$ cat config.mk
export PLATFORM = sky130hd
export DESIGN_NAME = fetch_top
export DESIGN_NICKNAME = d
export VERILOG_FILES = /design/src/hdl/fetch_pkg.sv /design/src/hdl/pc_gen.sv /design/src/hdl/fetch_stage_reg.sv /design/src/hdl/axi_rd_master.sv /design/src/hdl/inst_rom_slave.sv /design/src/hdl/fetch_top.sv
export SDC_FILE = /design/constraint.sdc
export NUM_CORES = 1
export LEC_CHECK = 0
export BUFFER_PORTS_ARGS = -buffer_cell sky130_fd_sc_hd__clkbuf_2
export CELL_PAD_IN_SITES_DETAIL_PLACEMENT = 1
export CELL_PAD_IN_SITES_GLOBAL_PLACEMENT = 2
export CORE_MARGIN = 5
export CORE_UTILIZATION = 32
export DETAILED_ROUTE_END_ITERATION = 8
export PLACE_DENSITY_LB_ADDON = 0.1
export SLEW_MARGIN = 20
export SYNTH_ARGS = -nofsm -noshare
export SYNTH_HDL_FRONTEND = slang
export SYNTH_HIERARCHICAL = 1
export SYNTH_SLANG_ARGS = --single-unit
$ cat constraint.sdc
create_clock -name clk -period 5.32 [get_ports clk]
set_input_delay 0.798 -clock clk [delete_from_list [all_inputs] [get_ports clk]]
set_output_delay 0.798 -clock clk [all_outputs]
set_load 0.005 [all_outputs]
$ cat src/prog.hex
// one 32-bit instruction word per line, word index 0 to 31
// each word is addi x1,x1,n with n = index + 1
00108093
00208093
00308093
00408093
00508093
00608093
00708093
00808093
00908093
00a08093
00b08093
00c08093
00d08093
00e08093
00f08093
01008093
01108093
01208093
01308093
01408093
01508093
01608093
01708093
01808093
01908093
01a08093
01b08093
01c08093
01d08093
01e08093
01f08093
02008093

$ cat src/hdl/fetch_pkg.sv
package fetch_pkg;

  // address and data widths
  localparam int unsigned XLEN   = 64;
  localparam int unsigned ILEN   = 32;
  localparam int unsigned AXI_DW = 64;

  // first fetch address after reset
  localparam logic [XLEN-1:0] PC_RESET = 64'h0000_0000_8000_0000;

  // rom geometry, word index comes from pc[6:2]
  localparam int unsigned ROM_WORDS = 32;
  localparam int unsigned ROM_IDX_W = $clog2(ROM_WORDS);
  localparam string       ROM_FILE  = "/design/src/prog.hex";

  // cycles from ar handshake to r valid
  localparam int unsigned ROM_LAT   = 2;
  localparam int unsigned LAT_CNT_W = $clog2(ROM_LAT + 1);

  // addi x0,x0,0
  localparam logic [ILEN-1:0] INST_NOP = 32'h0000_0013;

  localparam logic [1:0] RESP_OKAY = 2'b00;

  // pc_gen -> request stage -> master
  typedef struct packed {
    logic [XLEN-1:0] pc;
  } fetch_req_t;

  // read address channel, single beat only
  typedef struct packed {
    logic [XLEN-1:0] addr;
  } axi_ar_t;

  // read data channel
  typedef struct packed {
    logic [AXI_DW-1:0] data;
    logic [1:0]        resp;
    logic              last;
  } axi_r_t;

  // fetched instruction with its pc, towards decode
  typedef struct packed {
    logic [XLEN-1:0] pc;
    logic [ILEN-1:0] inst;
  } fetch_out_t;

endpackage

$ cat src/hdl/pc_gen.sv
`timescale 1ns/1ps

module pc_gen (
  input  logic                      clk,
  input  logic                      rst_n,
  // branch / jalr target from decode
  input  logic                      redirect_i,
  input  logic [fetch_pkg::XLEN-1:0] redirect_pc_i,
  // long-latency ops in flight
  input  logic                      mul_pend_i,
  input  logic                      mul_done_i,
  input  logic                      div_pend_i,
  input  logic                      div_done_i,
  // request towards the request stage
  output logic                      req_valid_o,
  input  logic                      req_ready_i,
  output fetch_pkg::fetch_req_t     req_o
);

  import fetch_pkg::*;

  logic [XLEN-1:0] pc_q;
  logic            stall;
  logic            req_hs;

  // hold fetch while mul or div is pending and not done
  assign stall = (mul_pend_i & ~mul_done_i) | (div_pend_i & ~div_done_i);

  // valid is purely combinational, no registered state needed
  assign req_valid_o = ~stall;
  assign req_hs      = req_valid_o & req_ready_i;

  // pc update
  // redirect wins over a handshake in the same cycle,
  // and is taken even while stalled
  always_ff @(posedge clk or negedge rst_n) begin
    if (!rst_n) begin
      pc_q <= PC_RESET;
    end else if (redirect_i) begin
      pc_q <= redirect_pc_i;
    end else if (req_hs) begin
      // sequential advance, no prediction
      pc_q <= pc_q + XLEN'(4);
    end
  end

  assign req_o.pc = pc_q;

endmodule

$ cat src/hdl/fetch_stage_reg.sv
`timescale 1ns/1ps

module fetch_stage_reg #(
  parameter type payload_t = logic
) (
  input  logic     clk,
  input  logic     rst_n,
  // drop held item
  input  logic     flush_i,
  // upstream side
  input  logic     in_valid_i,
  output logic     in_ready_o,
  input  payload_t in_data_i,
  // downstream side
  output logic     out_valid_o,
  input  logic     out_ready_i,
  output payload_t out_data_o
);

  logic     valid_q;
  payload_t data_q;

  // take a new item when empty or when the current one leaves this cycle
  assign in_ready_o = ~valid_q | out_ready_i;

  always_ff @(posedge clk or negedge rst_n) begin
    if (!rst_n) begin
      valid_q <= 1'b0;
    end else if (flush_i) begin
      // flush also discards anything loaded this cycle
      valid_q <= 1'b0;
    end else if (in_ready_o) begin
      valid_q <= in_valid_i;
    end
  end

  // payload only, held while downstream stalls
  always_ff @(posedge clk) begin
    if (in_valid_i && in_ready_o) begin
      data_q <= in_data_i;
    end
  end

  assign out_valid_o = valid_q;
  assign out_data_o  = data_q;

endmodule

$ cat src/hdl/axi_rd_master.sv
`timescale 1ns/1ps

module axi_rd_master (
  input  logic                  clk,
  input  logic                  rst_n,
  // kill the read in flight
  input  logic                  redirect_i,
  // fetch request in
  input  logic                  req_valid_i,
  output logic                  req_ready_o,
  input  fetch_pkg::fetch_req_t req_i,
  // AR channel
  output logic                  ar_valid_o,
  input  logic                  ar_ready_i,
  output fetch_pkg::axi_ar_t    ar_o,
  // R channel
  input  logic                  r_valid_i,
  output logic                  r_ready_o,
  input  fetch_pkg::axi_r_t     r_i,
  // fetched instruction out
  output logic                  out_valid_o,
  input  logic                  out_ready_i,
  output fetch_pkg::fetch_out_t out_o
);

  import fetch_pkg::*;

  typedef enum logic [1:0] {
    ST_IDLE,
    ST_ADDR,
    ST_DATA
  } state_t;

  state_t          state_q;
  logic [XLEN-1:0] pc_q;
  logic            kill_q;
  logic            req_hs;
  logic            r_hs;

  // one read at a time
  // only start when the output stage can take the beat
  assign req_ready_o = (state_q == ST_IDLE) & out_ready_i;
  assign req_hs      = req_valid_i & req_ready_o;

  assign ar_valid_o = (state_q == ST_ADDR);
  assign ar_o.addr  = pc_q;

  // a killed beat is swallowed regardless of the output stage
  assign r_ready_o = (state_q == ST_DATA) & (kill_q | out_ready_i);
  assign r_hs      = r_valid_i & r_ready_o;

  always_ff @(posedge clk or negedge rst_n) begin
    if (!rst_n) begin
      state_q <= ST_IDLE;
      kill_q  <= 1'b0;
    end else begin
      case (state_q)
        ST_IDLE: begin
          if (req_hs) begin
            state_q <= ST_ADDR;
            // request taken in a redirect cycle is already stale
            kill_q  <= redirect_i;
          end
        end
        ST_ADDR: begin
          if (redirect_i) begin
            kill_q <= 1'b1;
          end
          if (ar_ready_i) begin
            state_q <= ST_DATA;
          end
        end
        ST_DATA: begin
          if (redirect_i) begin
            kill_q <= 1'b1;
          end
          if (r_hs) begin
            state_q <= ST_IDLE;
            kill_q  <= 1'b0;
          end
        end
        default: begin
          state_q <= ST_IDLE;
        end
      endcase
    end
  end

  // pc of the read in flight, stable through addr and data states
  always_ff @(posedge clk) begin
    if (req_hs) begin
      pc_q <= req_i.pc;
    end
  end

  // beat goes straight to the output stage on the r handshake
  assign out_valid_o = r_hs & ~kill_q & ~redirect_i;
  assign out_o.pc    = pc_q;
  // pc[2] picks the upper word of the doubleword
  assign out_o.inst  = pc_q[2] ? r_i.data[AXI_DW-1 -: ILEN] : r_i.data[ILEN-1:0];

endmodule

$ cat src/hdl/inst_rom_slave.sv
`timescale 1ns/1ps

module inst_rom_slave (
  input  logic               clk,
  input  logic               rst_n,
  // AR channel
  input  logic               ar_valid_i,
  output logic               ar_ready_o,
  input  fetch_pkg::axi_ar_t ar_i,
  // R channel
  output logic               r_valid_o,
  input  logic               r_ready_i,
  output fetch_pkg::axi_r_t  r_o
);

  import fetch_pkg::*;

  // program image, one instruction word per entry
  logic [ILEN-1:0] rom [ROM_WORDS];

  initial begin
    $readmemh(ROM_FILE, rom);
  end

  logic                 busy_q;
  logic [LAT_CNT_W-1:0] cnt_q;
  logic [AXI_DW-1:0]    data_q;
  logic                 ar_hs;
  logic [ROM_IDX_W-1:0] idx_lo;
  logic [ROM_IDX_W-1:0] idx_hi;

  // accept a new address only when no response pending
  assign ar_ready_o = ~busy_q;
  assign ar_hs      = ar_valid_i & ar_ready_o;

  // doubleword aligned pair of words, wraps on the rom size
  assign idx_lo = {ar_i.addr[ROM_IDX_W+1:3], 1'b0};
  assign idx_hi = {ar_i.addr[ROM_IDX_W+1:3], 1'b1};

  always_ff @(posedge clk or negedge rst_n) begin
    if (!rst_n) begin
      busy_q <= 1'b0;
      cnt_q  <= '0;
    end else if (ar_hs) begin
      busy_q <= 1'b1;
      // counts down to zero, response shows at zero
      cnt_q  <= LAT_CNT_W'(ROM_LAT - 1);
    end else if (busy_q) begin
      if (cnt_q != '0) begin
        cnt_q <= cnt_q - 1'b1;
      end else if (r_ready_i) begin
        busy_q <= 1'b0;
      end
    end
  end

  // read the rom at the address handshake
  always_ff @(posedge clk) begin
    if (ar_hs) begin
      data_q <= {rom[idx_hi], rom[idx_lo]};
    end
  end

  // valid held until the master takes it
  assign r_valid_o = busy_q & (cnt_q == '0);

  // single beat, always okay
  assign r_o.data = data_q;
  assign r_o.resp = RESP_OKAY;
  assign r_o.last = 1'b1;

endmodule

$ cat src/hdl/fetch_top.sv
`timescale 1ns/1ps

module fetch_top (
  input  logic                       clk,
  input  logic                       rst_n,
  // redirect from decode
  input  logic                       redirect_i,
  input  logic [fetch_pkg::XLEN-1:0] redirect_pc_i,
  // mul/div stall flags
  input  logic                       mul_pend_i,
  input  logic                       mul_done_i,
  input  logic                       div_pend_i,
  input  logic                       div_done_i,
  // decode side
  input  logic                       dec_ready_i,
  output logic                       inst_valid_o,
  output logic [fetch_pkg::ILEN-1:0] inst_o,
  output logic [fetch_pkg::XLEN-1:0] inst_pc_o
);

  import fetch_pkg::*;

  // pc_gen -> request stage
  logic       pc_valid;
  logic       pc_ready;
  fetch_req_t pc_req;

  // request stage -> master
  logic       req_valid;
  logic       req_ready;
  fetch_req_t req;

  // master <-> rom
  logic       ar_valid;
  logic       ar_ready;
  axi_ar_t    ar;
  logic       r_valid;
  logic       r_ready;
  axi_r_t     r;

  // master -> output stage
  logic       beat_valid;
  logic       beat_ready;
  fetch_out_t beat;
  fetch_out_t out_data;

  pc_gen u_pc_gen (
    .clk           (clk),
    .rst_n         (rst_n),
    .redirect_i    (redirect_i),
    .redirect_pc_i (redirect_pc_i),
    .mul_pend_i    (mul_pend_i),
    .mul_done_i    (mul_done_i),
    .div_pend_i    (div_pend_i),
    .div_done_i    (div_done_i),
    .req_valid_o   (pc_valid),
    .req_ready_i   (pc_ready),
    .req_o         (pc_req)
  );

  // redirect flushes both holding stages
  fetch_stage_reg #(.payload_t(fetch_req_t)) u_req_stage (
    .clk         (clk),
    .rst_n       (rst_n),
    .flush_i     (redirect_i),
    .in_valid_i  (pc_valid),
    .in_ready_o  (pc_ready),
    .in_data_i   (pc_req),
    .out_valid_o (req_valid),
    .out_ready_i (req_ready),
    .out_data_o  (req)
  );

  axi_rd_master u_axi_rd_master (
    .clk         (clk),
    .rst_n       (rst_n),
    .redirect_i  (redirect_i),
    .req_valid_i (req_valid),
    .req_ready_o (req_ready),
    .req_i       (req),
    .ar_valid_o  (ar_valid),
    .ar_ready_i  (ar_ready),
    .ar_o        (ar),
    .r_valid_i   (r_valid),
    .r_ready_o   (r_ready),
    .r_i         (r),
    .out_valid_o (beat_valid),
    .out_ready_i (beat_ready),
    .out_o       (beat)
  );

  inst_rom_slave u_inst_rom_slave (
    .clk        (clk),
    .rst_n      (rst_n),
    .ar_valid_i (ar_valid),
    .ar_ready_o (ar_ready),
    .ar_i       (ar),
    .r_valid_o  (r_valid),
    .r_ready_i  (r_ready),
    .r_o        (r)
  );

  fetch_stage_reg #(.payload_t(fetch_out_t)) u_out_stage (
    .clk         (clk),
    .rst_n       (rst_n),
    .flush_i     (redirect_i),
    .in_valid_i  (beat_valid),
    .in_ready_o  (beat_ready),
    .in_data_i   (beat),
    .out_valid_o (inst_valid_o),
    .out_ready_i (dec_ready_i),
    .out_data_o  (out_data)
  );

  // decode sees a nop bubble when nothing is valid
  assign inst_o    = inst_valid_o ? out_data.inst : INST_NOP;
  assign inst_pc_o = out_data.pc;

endmodule

Word-level counts from Yosys, hierarchy flattened
Index checks and enable logic that the tools add are counted.
{"block": "totals", "register_bits": 360, "in_bits": 72, "out_inout_bits": 97, "elab_cells": 79}
{"block": "classes", "n_addsub": 2, "n_eq_ne": 5, "n_mux": 23, "bitwise_logic": 23, "reduce_logical": 14}
{"operator": "2-to-1 mux 64 bit", "n": 2}
{"operator": "adder 64 x 3 -> 64 bit, second input constant", "n": 1}
{"operator": "2-to-1 mux 32 bit", "n": 2}
{"operator": "2-to-1 mux 2 bit", "n": 6}
{"operator": "nonzero test 2 bit", "n": 6}
{"operator": "AND 1 bit", "n": 11}
{"operator": "2-to-1 mux 1 bit", "n": 11}
{"operator": "inverter 1 bit", "n": 8}
{"operator": "case mux 2 bit (3 select lines)", "n": 1}
{"operator": "zero test 2 bit", "n": 2}
{"operator": "!= test 2 x 1 -> 1 bit, second input constant", "n": 2}
{"operator": "OR 1 bit", "n": 4}
{"operator": "AND reduction 2 bit", "n": 2}
{"operator": "case mux 1 bit (3 select lines)", "n": 1}
{"operator": "AND reduction 3 bit", "n": 1}
{"operator": "nonzero test 3 bit", "n": 1}
{"operator": "equality test 2 x 1 -> 1 bit, second input constant", "n": 1}
{"operator": "equality test 2 bit, second input constant", "n": 1}
{"operator": "logical AND 1 bit", "n": 2}
{"operator": "!= test 2 bit, second input constant", "n": 1}
{"operator": "subtractor 2 x 1 -> 2 bit, second input constant", "n": 1}

Longest topological paths before layout
Gate-level depths: netlist (run 1).
{"block": "logic_depth", "ltp_word": 9, "depth_mapped": 11, "depth_no_buf": 9}

Cells and area by module
Netlist (run 1), hierarchy kept.
{"module": "pc_gen", "n_inst": 1, "cells_per_inst": 471, "area_per_inst_um2": 3972.6, "seq_area_each_um2": 1602.8}
{"module": "axi_rd_master", "n_inst": 1, "cells_per_inst": 197, "area_per_inst_um2": 3113.0, "seq_area_each_um2": 1996.9}
{"module": "fetch_stage_reg (u_out_stage)", "n_inst": 1, "cells_per_inst": 101, "area_per_inst_um2": 2942.8, "seq_area_each_um2": 2907.8}
{"module": "fetch_stage_reg (u_req_stage)", "n_inst": 1, "cells_per_inst": 69, "area_per_inst_um2": 1981.9, "seq_area_each_um2": 1946.9}
{"module": "inst_rom_slave", "n_inst": 1, "cells_per_inst": 83, "area_per_inst_um2": 663.1, "seq_area_each_um2": 75.1}
{"module": "fetch_top", "n_inst": 1, "cells_per_inst": 35, "area_per_inst_um2": 215.2, "seq_area_each_um2": 0.0}

Least setup slack after synthesis (run 1)
OpenSTA, ideal clock, no wires.
{"block": "synth_path", "kind": "input -> register", "start": "input dec_ready_i", "end": "register u_axi_rd_master.pc_q[0] (netlist: u_axi_rd_master/ar_o[0]) (enable)", "setup_time_ns": 0.429, "t_arrival_ns": 2.517, "t_required_ns": 4.891, "path_slack_ns": 2.374, "path_stages": 2, "n_path_buf": 0, "cell_sequence": "nand2b_4 -> and3_1"}
{"block": "synth_between", "elab_chain_len": 3}
{"item": "start, declared", "line": "fetch_top.sv:15", "text": "input logic dec_ready_i,"}
{"item": "OR 1 bit", "line": "fetch_stage_reg.sv:24", "text": "assign in_ready_o = ~valid_q | out_ready_i;"}
{"item": "AND 1 bit", "line": "axi_rd_master.sv:42", "text": "assign req_ready_o = (state_q == ST_IDLE) & out_ready_i;"}
{"item": "AND 1 bit", "line": "axi_rd_master.sv:43", "text": "assign req_hs = req_valid_i & req_ready_o;"}
{"item": "named net u_axi_rd_master.req_hs", "line": "axi_rd_master.sv:37", "text": "logic req_hs;"}
{"item": "end signal, assigned", "line": "axi_rd_master.sv:92", "text": "pc_q <= req_i.pc;"}
{"item": "end, declared", "line": "axi_rd_master.sv:35", "text": "logic [XLEN-1:0] pc_q;"}
The timed path passes the listed nets, and every way through them passes these cells.
A chain may end at the register's enable or synchronous reset.

Final worst setup path (run 1)
{"block": "layout_path", "start": "register u_out_stage.valid_q (netlist: u_out_stage/out_valid_o)", "end": "register u_pc_gen.pc_q[61] (netlist: u_pc_gen/req_o[61])"}
{"block": "layout_between", "elab_chain_len": 6}
{"item": "start, declared", "line": "fetch_stage_reg.sv:20", "text": "logic valid_q;"}
{"item": "start signal, assigned", "line": "fetch_stage_reg.sv:33", "text": "valid_q <= in_valid_i;"}
{"item": "inverter 1 bit", "line": "fetch_stage_reg.sv:24"}
{"item": "OR 1 bit", "line": "fetch_stage_reg.sv:24"}
{"item": "named net beat_ready", "line": "fetch_top.sv:43", "text": "logic beat_ready;"}
{"item": "AND 1 bit", "line": "axi_rd_master.sv:42"}
{"item": "named net req_ready", "line": "fetch_top.sv:30", "text": "logic req_ready;"}
{"item": "OR 1 bit", "line": "fetch_stage_reg.sv:24"}
{"item": "named net pc_ready", "line": "fetch_top.sv:25", "text": "logic pc_ready;"}
{"item": "AND 1 bit", "line": "pc_gen.sv:31", "text": "assign req_hs = req_valid_o & req_ready_i;"}
{"item": "nonzero test 2 bit (no source line)"}
{"item": "end signal, assigned", "line": "pc_gen.sv:40", "text": "pc_q <= redirect_pc_i;"}
{"item": "end signal, assigned", "line": "pc_gen.sv:43", "text": "pc_q <= pc_q + XLEN'(4);"}
{"item": "end, declared", "line": "pc_gen.sv:22", "text": "logic [XLEN-1:0] pc_q;"}
The timed path passes the listed nets, and every way through them passes these cells.

==> results of run 1 <==
-- routing by layer --
metal	track usage	wire [um]
met1	0.193	14200
met2	0.224	14500
met3	0.0260	1370
met4	0.0344	560
met5	0	0
-- area by class of cell --
type,instances,area share
clock buffer,49,0.0666
clock inverter,15,0.0113
inverter,19,0.00485
multi-input combinational,542,0.232
sequential,296,0.580
tap,525,0.0446
timing repair buffer,175,0.0609
-- stage by stage --
step / power [mW] / utilization
floorplan: 3.33 / -
global placement: 3.39 / 0.341
detailed placement: 3.41 / 0.341
CTS: 5.82 / 0.370
global route: 5.98 / 0.370
finish: 5.70 / 0.370
-- power groups by stage --
stage,clock network (mW),registers [mW],logic [mW]
finish,2.36,2.90,0.447
detailed placement,0,2.95,0.457
CTS,2.46,2.90,0.460
global route,2.55,2.93,0.503
global placement,0,2.94,0.450
floorplan,0,2.90,0.430
-- flip-flops by register name, summed over array words and instances, names as in the netlist --
register and cells:
u_out_stage/out_data_o 96, u_axi_rd_master/kill_q 1, u_req_stage/out_valid_o 1, u_out_stage/out_valid_o 1, u_inst_rom_slave/cnt_q 2, u_req_stage/out_data_o 64, u_pc_gen/req_o 64, u_axi_rd_master/ar_o 64
u_axi_rd_master/state_q 2, u_inst_rom_slave/busy_q 1
-- cell usage in the layout (no fill, tap or decap), drive strengths merged, types with 35 or more instances in the layout --
cell type,n
o21ai,42
nand2,58
and2,35
conb,64
dfrtp,71
nand3,35
edfxtp,224
clkbuf,216
mux2,37
nor2,41
-- how the worst min path moves through the flow --
stage / slack [ns] / end / startpoint
finish: 0.25 / u_pc_gen/req_o[8] / rst_n
global route: 0.27 / u_pc_gen/req_o[8] / rst_n
CTS: 0.26 / u_pc_gen/req_o[11] / rst_n
detailed placement: 0.41 / u_axi_rd_master/ar_o[6] / u_req_stage/out_data_o[6]
global placement: 0.40 / u_axi_rd_master/ar_o[6] / u_req_stage/out_data_o[6]
floorplan: 0.40 / u_axi_rd_master/ar_o[0] / u_req_stage/out_data_o[0]
==> qor.csv, run 1 <==
metric,value,unit
cp-startpoint,u_out_stage/out_valid_o,
status,"complete, no violations",
instances_no_fill,1621,
routed_wl,30.6,mm
period_share,0.636,
place.gp.congestion,0.749,
slowest_delay,0.66,ns
leakage,5.47,nW
setup-violations-final,0,
crit_type,reg2reg,
p_per_area,388,nW/um^2
io_pins,169,
min_period,3.39,ns
grt_pass1_wl,47.6,mm
core_area,39700,um^2
crit_buf_inv,0,
dp_cells,1557,
initial_utilization,0.324,
numClockSinks,296,
pwr-share-clk,0.414,
critPathTopFamily,simple AND/OR/NAND/NOR gates,
start_kind,flip-flop,
pre_cts_slack,1.53,ns
switchingPower,1.33,mW
max_slew.worst_pin.slew,0.969,ns
drc,0,
reg2reg_to,u_pc_gen/req_o[61],
fin_skew,0.0181,ns
port_buffers,168,
fin_nets,1148,
dp_hpwl,21.5,mm
swShare,0.232,
setup_ws,1.93,ns
slew_headroom,0.354,
timing.rr.start,u_out_stage/out_valid_o,
rsz0062_at_grt,false,
cts_buffer_depth,3,
ant_nets,0,
synth_cells,952,
hold_buffers,0,
crit_arrival,3.81,ns
dr_total_vias,7455,
syn_area,12900,um^2
multi_input_area,3420,um^2
numCtsBuffers,35,
seq_area,8530,um^2
fp.dieH,210,um
htreeDepth,2,
place_area,13600,um^2
critPathMaxFanout,34,
grt_antenna_before_repair,0,
slowest_stage,or4_1,
area_growth,14.4,%
grt_max_degree,65,
grt_util_all_layers,0.138,
hold_class,in2async,
wire_per_inst,18.9,um
r2r_slack,1.93,ns
die_area,44300,um^2
cts_setup_buffers,0,
syn-mean-instance-area,13.5,um^2
internal-power,4.38,mW
finalSetupTns,0,ns
viasPerCell,4.60,
post_cts_resize_count,0,
crit_required,5.74,ns
yosysWarnings,6,
final_layout_size_suffix_gt1_frac,0.270,
holdWs,0.252,ns
p_comb_frac,0.078,
gr-total-overflow,0,
cts_root_buf,clkbuf_16,
max_clock_freq,295,MHz
crit_path_end_kind,flip-flop,
grt_pass1_vias,7822,
first_iter_violations,294,
num_rows,73,
clk_pin_slew,0.06,ns
reg2reg_depth,8,
dieWidth,210,um
ir_drop,0.187,mV
fillers,4233,
cts_tree,yes,
max_cap_viol_count,0,
dr.pass1.iters,4,
cp_cell_sequence,nand2b_4 > and2_1 > nand2b_4 > and3_1 > and3_1 > nand4_1 > or4_1 > a31oi_1,
power_frac_seq,0.508,
clk-insertion-delay-late,0.51,ns
cp-endpoint,u_pc_gen/req_o[61],
drv_slew,0,
num_antenna_cells,0,
worst-path-stages,8,
post-route-cell-area,14700,um^2
hold_viol,0,
Power figures use the tool's default switching activity.
==> run 2, diff against run 1 <==
==> constraint.sdc (replaced) <==
create_clock -name clk -period 2.8 [get_ports clk]
set_input_delay 0.42 -clock clk [delete_from_list [all_inputs] [get_ports clk]]
set_output_delay 0.42 -clock clk [all_outputs]
set_load 0.005 [all_outputs]
==> qor.csv, run 2 (same netlist as run 1, synthesis figures left out) <==
metric,value,unit
numCtsBuffers,35,
grt_antenna_before_repair,0,
port_buffers,168,
finalSetupTns,0,ns
max_cap_viol_count,0,
cts_tree,yes,
slew_headroom,0.590,
die_area,44300,um^2
htreeDepth,2,
num_antenna_cells,0,
fin_skew,0.0172,ns
cts_buffer_depth,3,
final_layout_size_suffix_gt1_frac,0.288,
grt_util_all_layers,0.140,
grt_max_degree,73,
clk_pin_slew,0.06,ns
dp_cells,1581,
p_per_area,742,nW/um^2
num_rows,73,
wl_met1,14.2,mm
grt_pass1_vias,7833,
ir_drop,0.301,mV
instances_no_fill,1647,
dr_total_vias,7542,
io_pins,169,
setup-violations-final,0,
hold_class,in2reg,
grt_pass1_wl,47.8,mm
dr.pass1.iters,4,
postLayoutCoreUtil,0.378,
timing.rr.start,u_axi_rd_master/state_q[0],
holdPathStages,3,
max_slew.worst_pin.slew,0.607,ns
critPathMaxFanout,8,
fin_nets,1174,
area_growth,16.9,%
min-delay-start,redirect_pc_i[7],
drc,0,
place.gp.congestion,0.765,
dp_hpwl,22.2,mm
dieWidth,210,um
fp.dieH,210,um
crit_arrival,3.08,ns
first_iter_violations,259,
crit_path_end_kind,flip-flop,
routed_wl,31.3,mm
gr-total-overflow,0,
reg2reg_to,u_pc_gen/req_o[43],
clk-insertion-delay-late,0.52,ns
start_kind,flip-flop,
wl_met2,15.2,mm
crit_type,reg2reg,
holdPathEnd,u_pc_gen/req_o[7],
leakage,5.64,nW
hold_viol,0,
wire_per_inst,19.0,um
crit_required,3.24,ns
reg2reg_depth,11,
setup_ws,0.161,ns
drv_slew,0,
initial_utilization,0.324,
ant_nets,0,
period_share,0.942,
numClockSinks,296,
wl_met3,1.35,mm
holdWs,0.111,ns
layout_commonest_cell,edfxtp_1,
largest_reg_flops,96,
pre_cts_slack,0.111,ns
rsz0062_at_grt,false,
min_period,2.64,ns
max_clock_freq,379,MHz
core_area,39700,um^2
status,"complete, no violations",
mostFrequentLayoutCells,"edfxtp_1 (224), clkbuf_2 (167), dfrtp_1 (71), conb_1 (64), nand2_1 (58)",
viasPerCell,4.58,
r2r_slack,0.16,ns
topRoutingLayerUsed,met4,
cts_root_buf,clkbuf_16,
[run 2: final cells by class]
cell class                 instances  area [um^2]
sequential                       296         8530
clock buffer                      41          920
tap                              525          657
multi-input combinational        542         3410
fill                            4209        24700
clock inverter                    23          279
inverter                          19         71.3
timing repair buffer             201         1170
[run 2: critical path, stage by stage, from the launching register on]
cell and delay [ns]:
dfrtp_1 0.41, inv_1 0.13, ha_2 0.22, and2_1 0.14
nand2b_4 0.15, and3_1 0.15, and3_1 0.24, buf_4 0.19
nand4_1 0.10, buf_4 0.20, or4_1 0.46, a31oi_1 0.17
[run 2: layer usage]
metal  GRT usage  up-vias
met1       0.191     3766
met2       0.231      142
met5           0        -
li1            -     3591
met4      0.0355        0
met3      0.0265       43
[run 2: report_power, final]
part	total [mW]	internal [mW]	leakage, nW	switching [mW]
combinational	0.927	0.368	2.14	0.560
clock	4.74	2.92	0.585	1.83
sequential	5.49	5.26	2.92	0.228
total	11.2	8.55	5.64	2.61
[run 2: stage by stage]
step	area (um^2)	total power [mW]
after global routing	15000	11.7
after global placement	13800	6.50
final	15000	11.2
after detailed placement	13800	6.53
after CTS	15000	11.4
after floorplan	13100	6.32
[run 2: what timing repair did]
item                                    CTS  global route
endpoints found under the hold margin    71             0
setup buffers                             0             1
hold buffers                              1             0
resized for setup                         0             2
endpoints found under the setup margin    0             5
[run 2: worst max path at each step]
stage	slack (ns)	cells after the start	endpoint	start
2_1_floorplan	0.13	3	u_axi_rd_master/ar_o[0]	u_axi_rd_master/state_q[0]
3_3_place_gp	0.21	9	u_pc_gen/req_o[63]	u_axi_rd_master/state_q[0]
3_5_place_dp	0.11	9	u_pc_gen/req_o[63]	u_axi_rd_master/state_q[0]
4_1_cts	0.11	9	u_pc_gen/req_o[63]	u_axi_rd_master/state_q[1]
5_1_grt	0.02	11	u_pc_gen/req_o[35]	u_axi_rd_master/state_q[0]
6_report	0.16	11	u_pc_gen/req_o[43]	u_axi_rd_master/state_q[0]
==> run 3, diff against run 2 <==
--- a/config.mk
+++ b/config.mk
@@ -9,7 +9,8 @@
 export CELL_PAD_IN_SITES_DETAIL_PLACEMENT = 1
 export CELL_PAD_IN_SITES_GLOBAL_PLACEMENT = 2
 export CORE_MARGIN = 5
-export CORE_UTILIZATION = 32
+export CORE_UTILIZATION = 25
+export CTS_CLUSTER_DIAMETER = 100
 export DETAILED_ROUTE_END_ITERATION = 8
 export PLACE_DENSITY_LB_ADDON = 0.1
 export SLEW_MARGIN = 20
==> qor.csv, run 3 (same netlist as run 1, synthesis figures left out) <==
metric,value,unit
critPathTopFamily,simple AND/OR/NAND/NOR gates,
internal-power,8.30,mW
status,"complete, no violations",
seq_area,8530,um^2
first_iter_violations,323,
slowest_stage,or4_1,
max_clock_freq,385,MHz
cp_cell_sequence,inv_1 > ha_1 > and2_1 > nand2b_4 > and3_1 > nand4_2 > or4_1 > a31oi_1,
leakage,5.67,nW
drv_slew,0,
slew_headroom,0.604,
clk-insertion-delay-late,0.55,ns
fillers,5590,
swShare,0.245,
core_area,51100,um^2
wire_per_inst,19.0,um
dp_cells,1745,
setup-violations-final,0,
crit_type,reg2reg,
fin_skew,0.0251,ns
htreeDepth,2,
cts_buffer_depth,3,
min_period,2.60,ns
final_layout_size_suffix_gt1_frac,0.292,
multi_input_area,3410,um^2
hold_class,in2reg,
routed_wl,34.6,mm
finalSetupTns,0,ns
crit_required,3.25,ns
critPathMaxFanout,7,
start_kind,flip-flop,
gr-total-overflow,0,
switchingPower,2.69,mW
area_growth,18.6,%
num_rows,83,
dr_total_vias,7711,
clk_pin_slew,0.06,ns
place_area,14100,um^2
rsz0062_at_grt,false,
dr.pass1.iters,4,
port_buffers,168,
mostFrequentLayoutCells,"edfxtp_1 (224), clkbuf_2 (166), dfrtp_1 (71), conb_1 (64), nand2_1 (58)",
fin_nets,1187,
crit_path_end_kind,flip-flop,
hold_viol,0,
place.gp.congestion,0.716,
instances_no_fill,1818,
grt_max_degree,56,
post-route-cell-area,15300,um^2
drc,0,
grt_antenna_before_repair,1,
numClockSinks,296,
dieWidth,237,um
initial_utilization,0.252,
dp_hpwl,24.7,mm
p_per_area,721,nW/um^2
p_comb_frac,0.086,
viasPerCell,4.24,
largest_reg_flops,96,
grt_pass1_wl,52.4,mm
pwr-share-clk,0.413,
grt_util_all_layers,0.122,
crit_buf_inv,1,
ant_nets,0,
numCtsBuffers,36,
ir_drop,0.335,mV
layout_commonest_cell,edfxtp_1,
io_pins,169,
grt_pass1_vias,8276,
fp.dieH,237,um
cts_root_buf,clkbuf_16,
power_frac_seq,0.500,
period_share,0.928,
cts_tree,yes,
holdWs,0.101,ns
max_cap_viol_count,0,
die_area,56100,um^2
crit_arrival,3.05,ns
slowest_delay,0.60,ns
max_slew.worst_pin.slew,0.589,ns
## run 3: layout make-up
cell class	instances	area share
Timing Repair Buffer	213	0.0820
Sequential cell	296	0.559
Clock inverter	17	0.00943
Clock buffer	49	0.0650
Antenna cell	2	0.000328
Multi-Input combinational cell	542	0.224
Inverter	19	0.00468
Tap cell	680	0.0558
## run 3: worst paths after layout
kind,startpoint,end,slack (ns),depth (start not counted)
setup / recovery,u_axi_rd_master/state_q[0],u_pc_gen/req_o[54],0.20,8
hold / removal,redirect_pc_i[31],u_pc_gen/req_o[31],0.10,3
setup reg to reg,u_axi_rd_master/state_q[0],u_pc_gen/req_o[54],0.20,8
hold reg to reg,u_axi_rd_master/ar_o[61],u_out_stage/out_data_o[93],0.41,0
max in group asynchronous,rst_n,u_pc_gen/req_o[31],1.68,3
min in group asynchronous,rst_n,u_inst_rom_slave/busy_q,0.44,2
## run 3: per-stage QoR
step / total power, mW / util / setup WS [ns]
finish: 11.0 / 0.299 / 0.202
global route: 11.5 / 0.298 / 0.0364
CTS: 11.2 / 0.298 / 0.0838
detailed placement: 6.56 / 0.275 / 0.0397
global placement: 6.55 / 0.275 / 0.123
floorplan: 6.32 / - / 0.126
## run 3: timing repair
action                                  4_1_cts  5_1_grt
endpoints found under the setup margin        1        4
gates resized for setup                       0        2
pin swaps                                     1        1
endpoints found under the hold margin        35        0
hold buffers                                  1        0
buffers inserted                              2        2
## run 3: worst register-to-register path, cell delays in order (launching register included)
cell and delay (ns):
dfrtp_1 0.41, inv_1 0.12, ha_1 0.21, and2_1 0.17, nand2b_4 0.17, and3_1 0.33, nand4_2 0.32, or4_1 0.60
a31oi_1 0.17
## run 3: power groups by stage
| stage | clock [mW] | sequential [mW] | combinational (mW) |
|---|---|---|---|
| final | 4.54 | 5.50 | 0.949 |
| after global routing | 4.92 | 5.55 | 1.06 |
| after CTS | 4.74 | 5.51 | 0.972 |
| after detailed placement | 0 | 5.60 | 0.967 |
| after global placement | 0 | 5.59 | 0.957 |
| after floorplan | 0 | 5.50 | 0.818 |
## run 3: metal layers
layer / GRT usage / vias up / part of all wire
li1: - / 3642 / -
met1: 0.165 / 3877 / 0.46
met2: 0.199 / 148 / 0.48
met3: 0.0221 / 44 / 0.042
met4: 0.0374 / 0 / 0.022
met5: 0 / - / 0
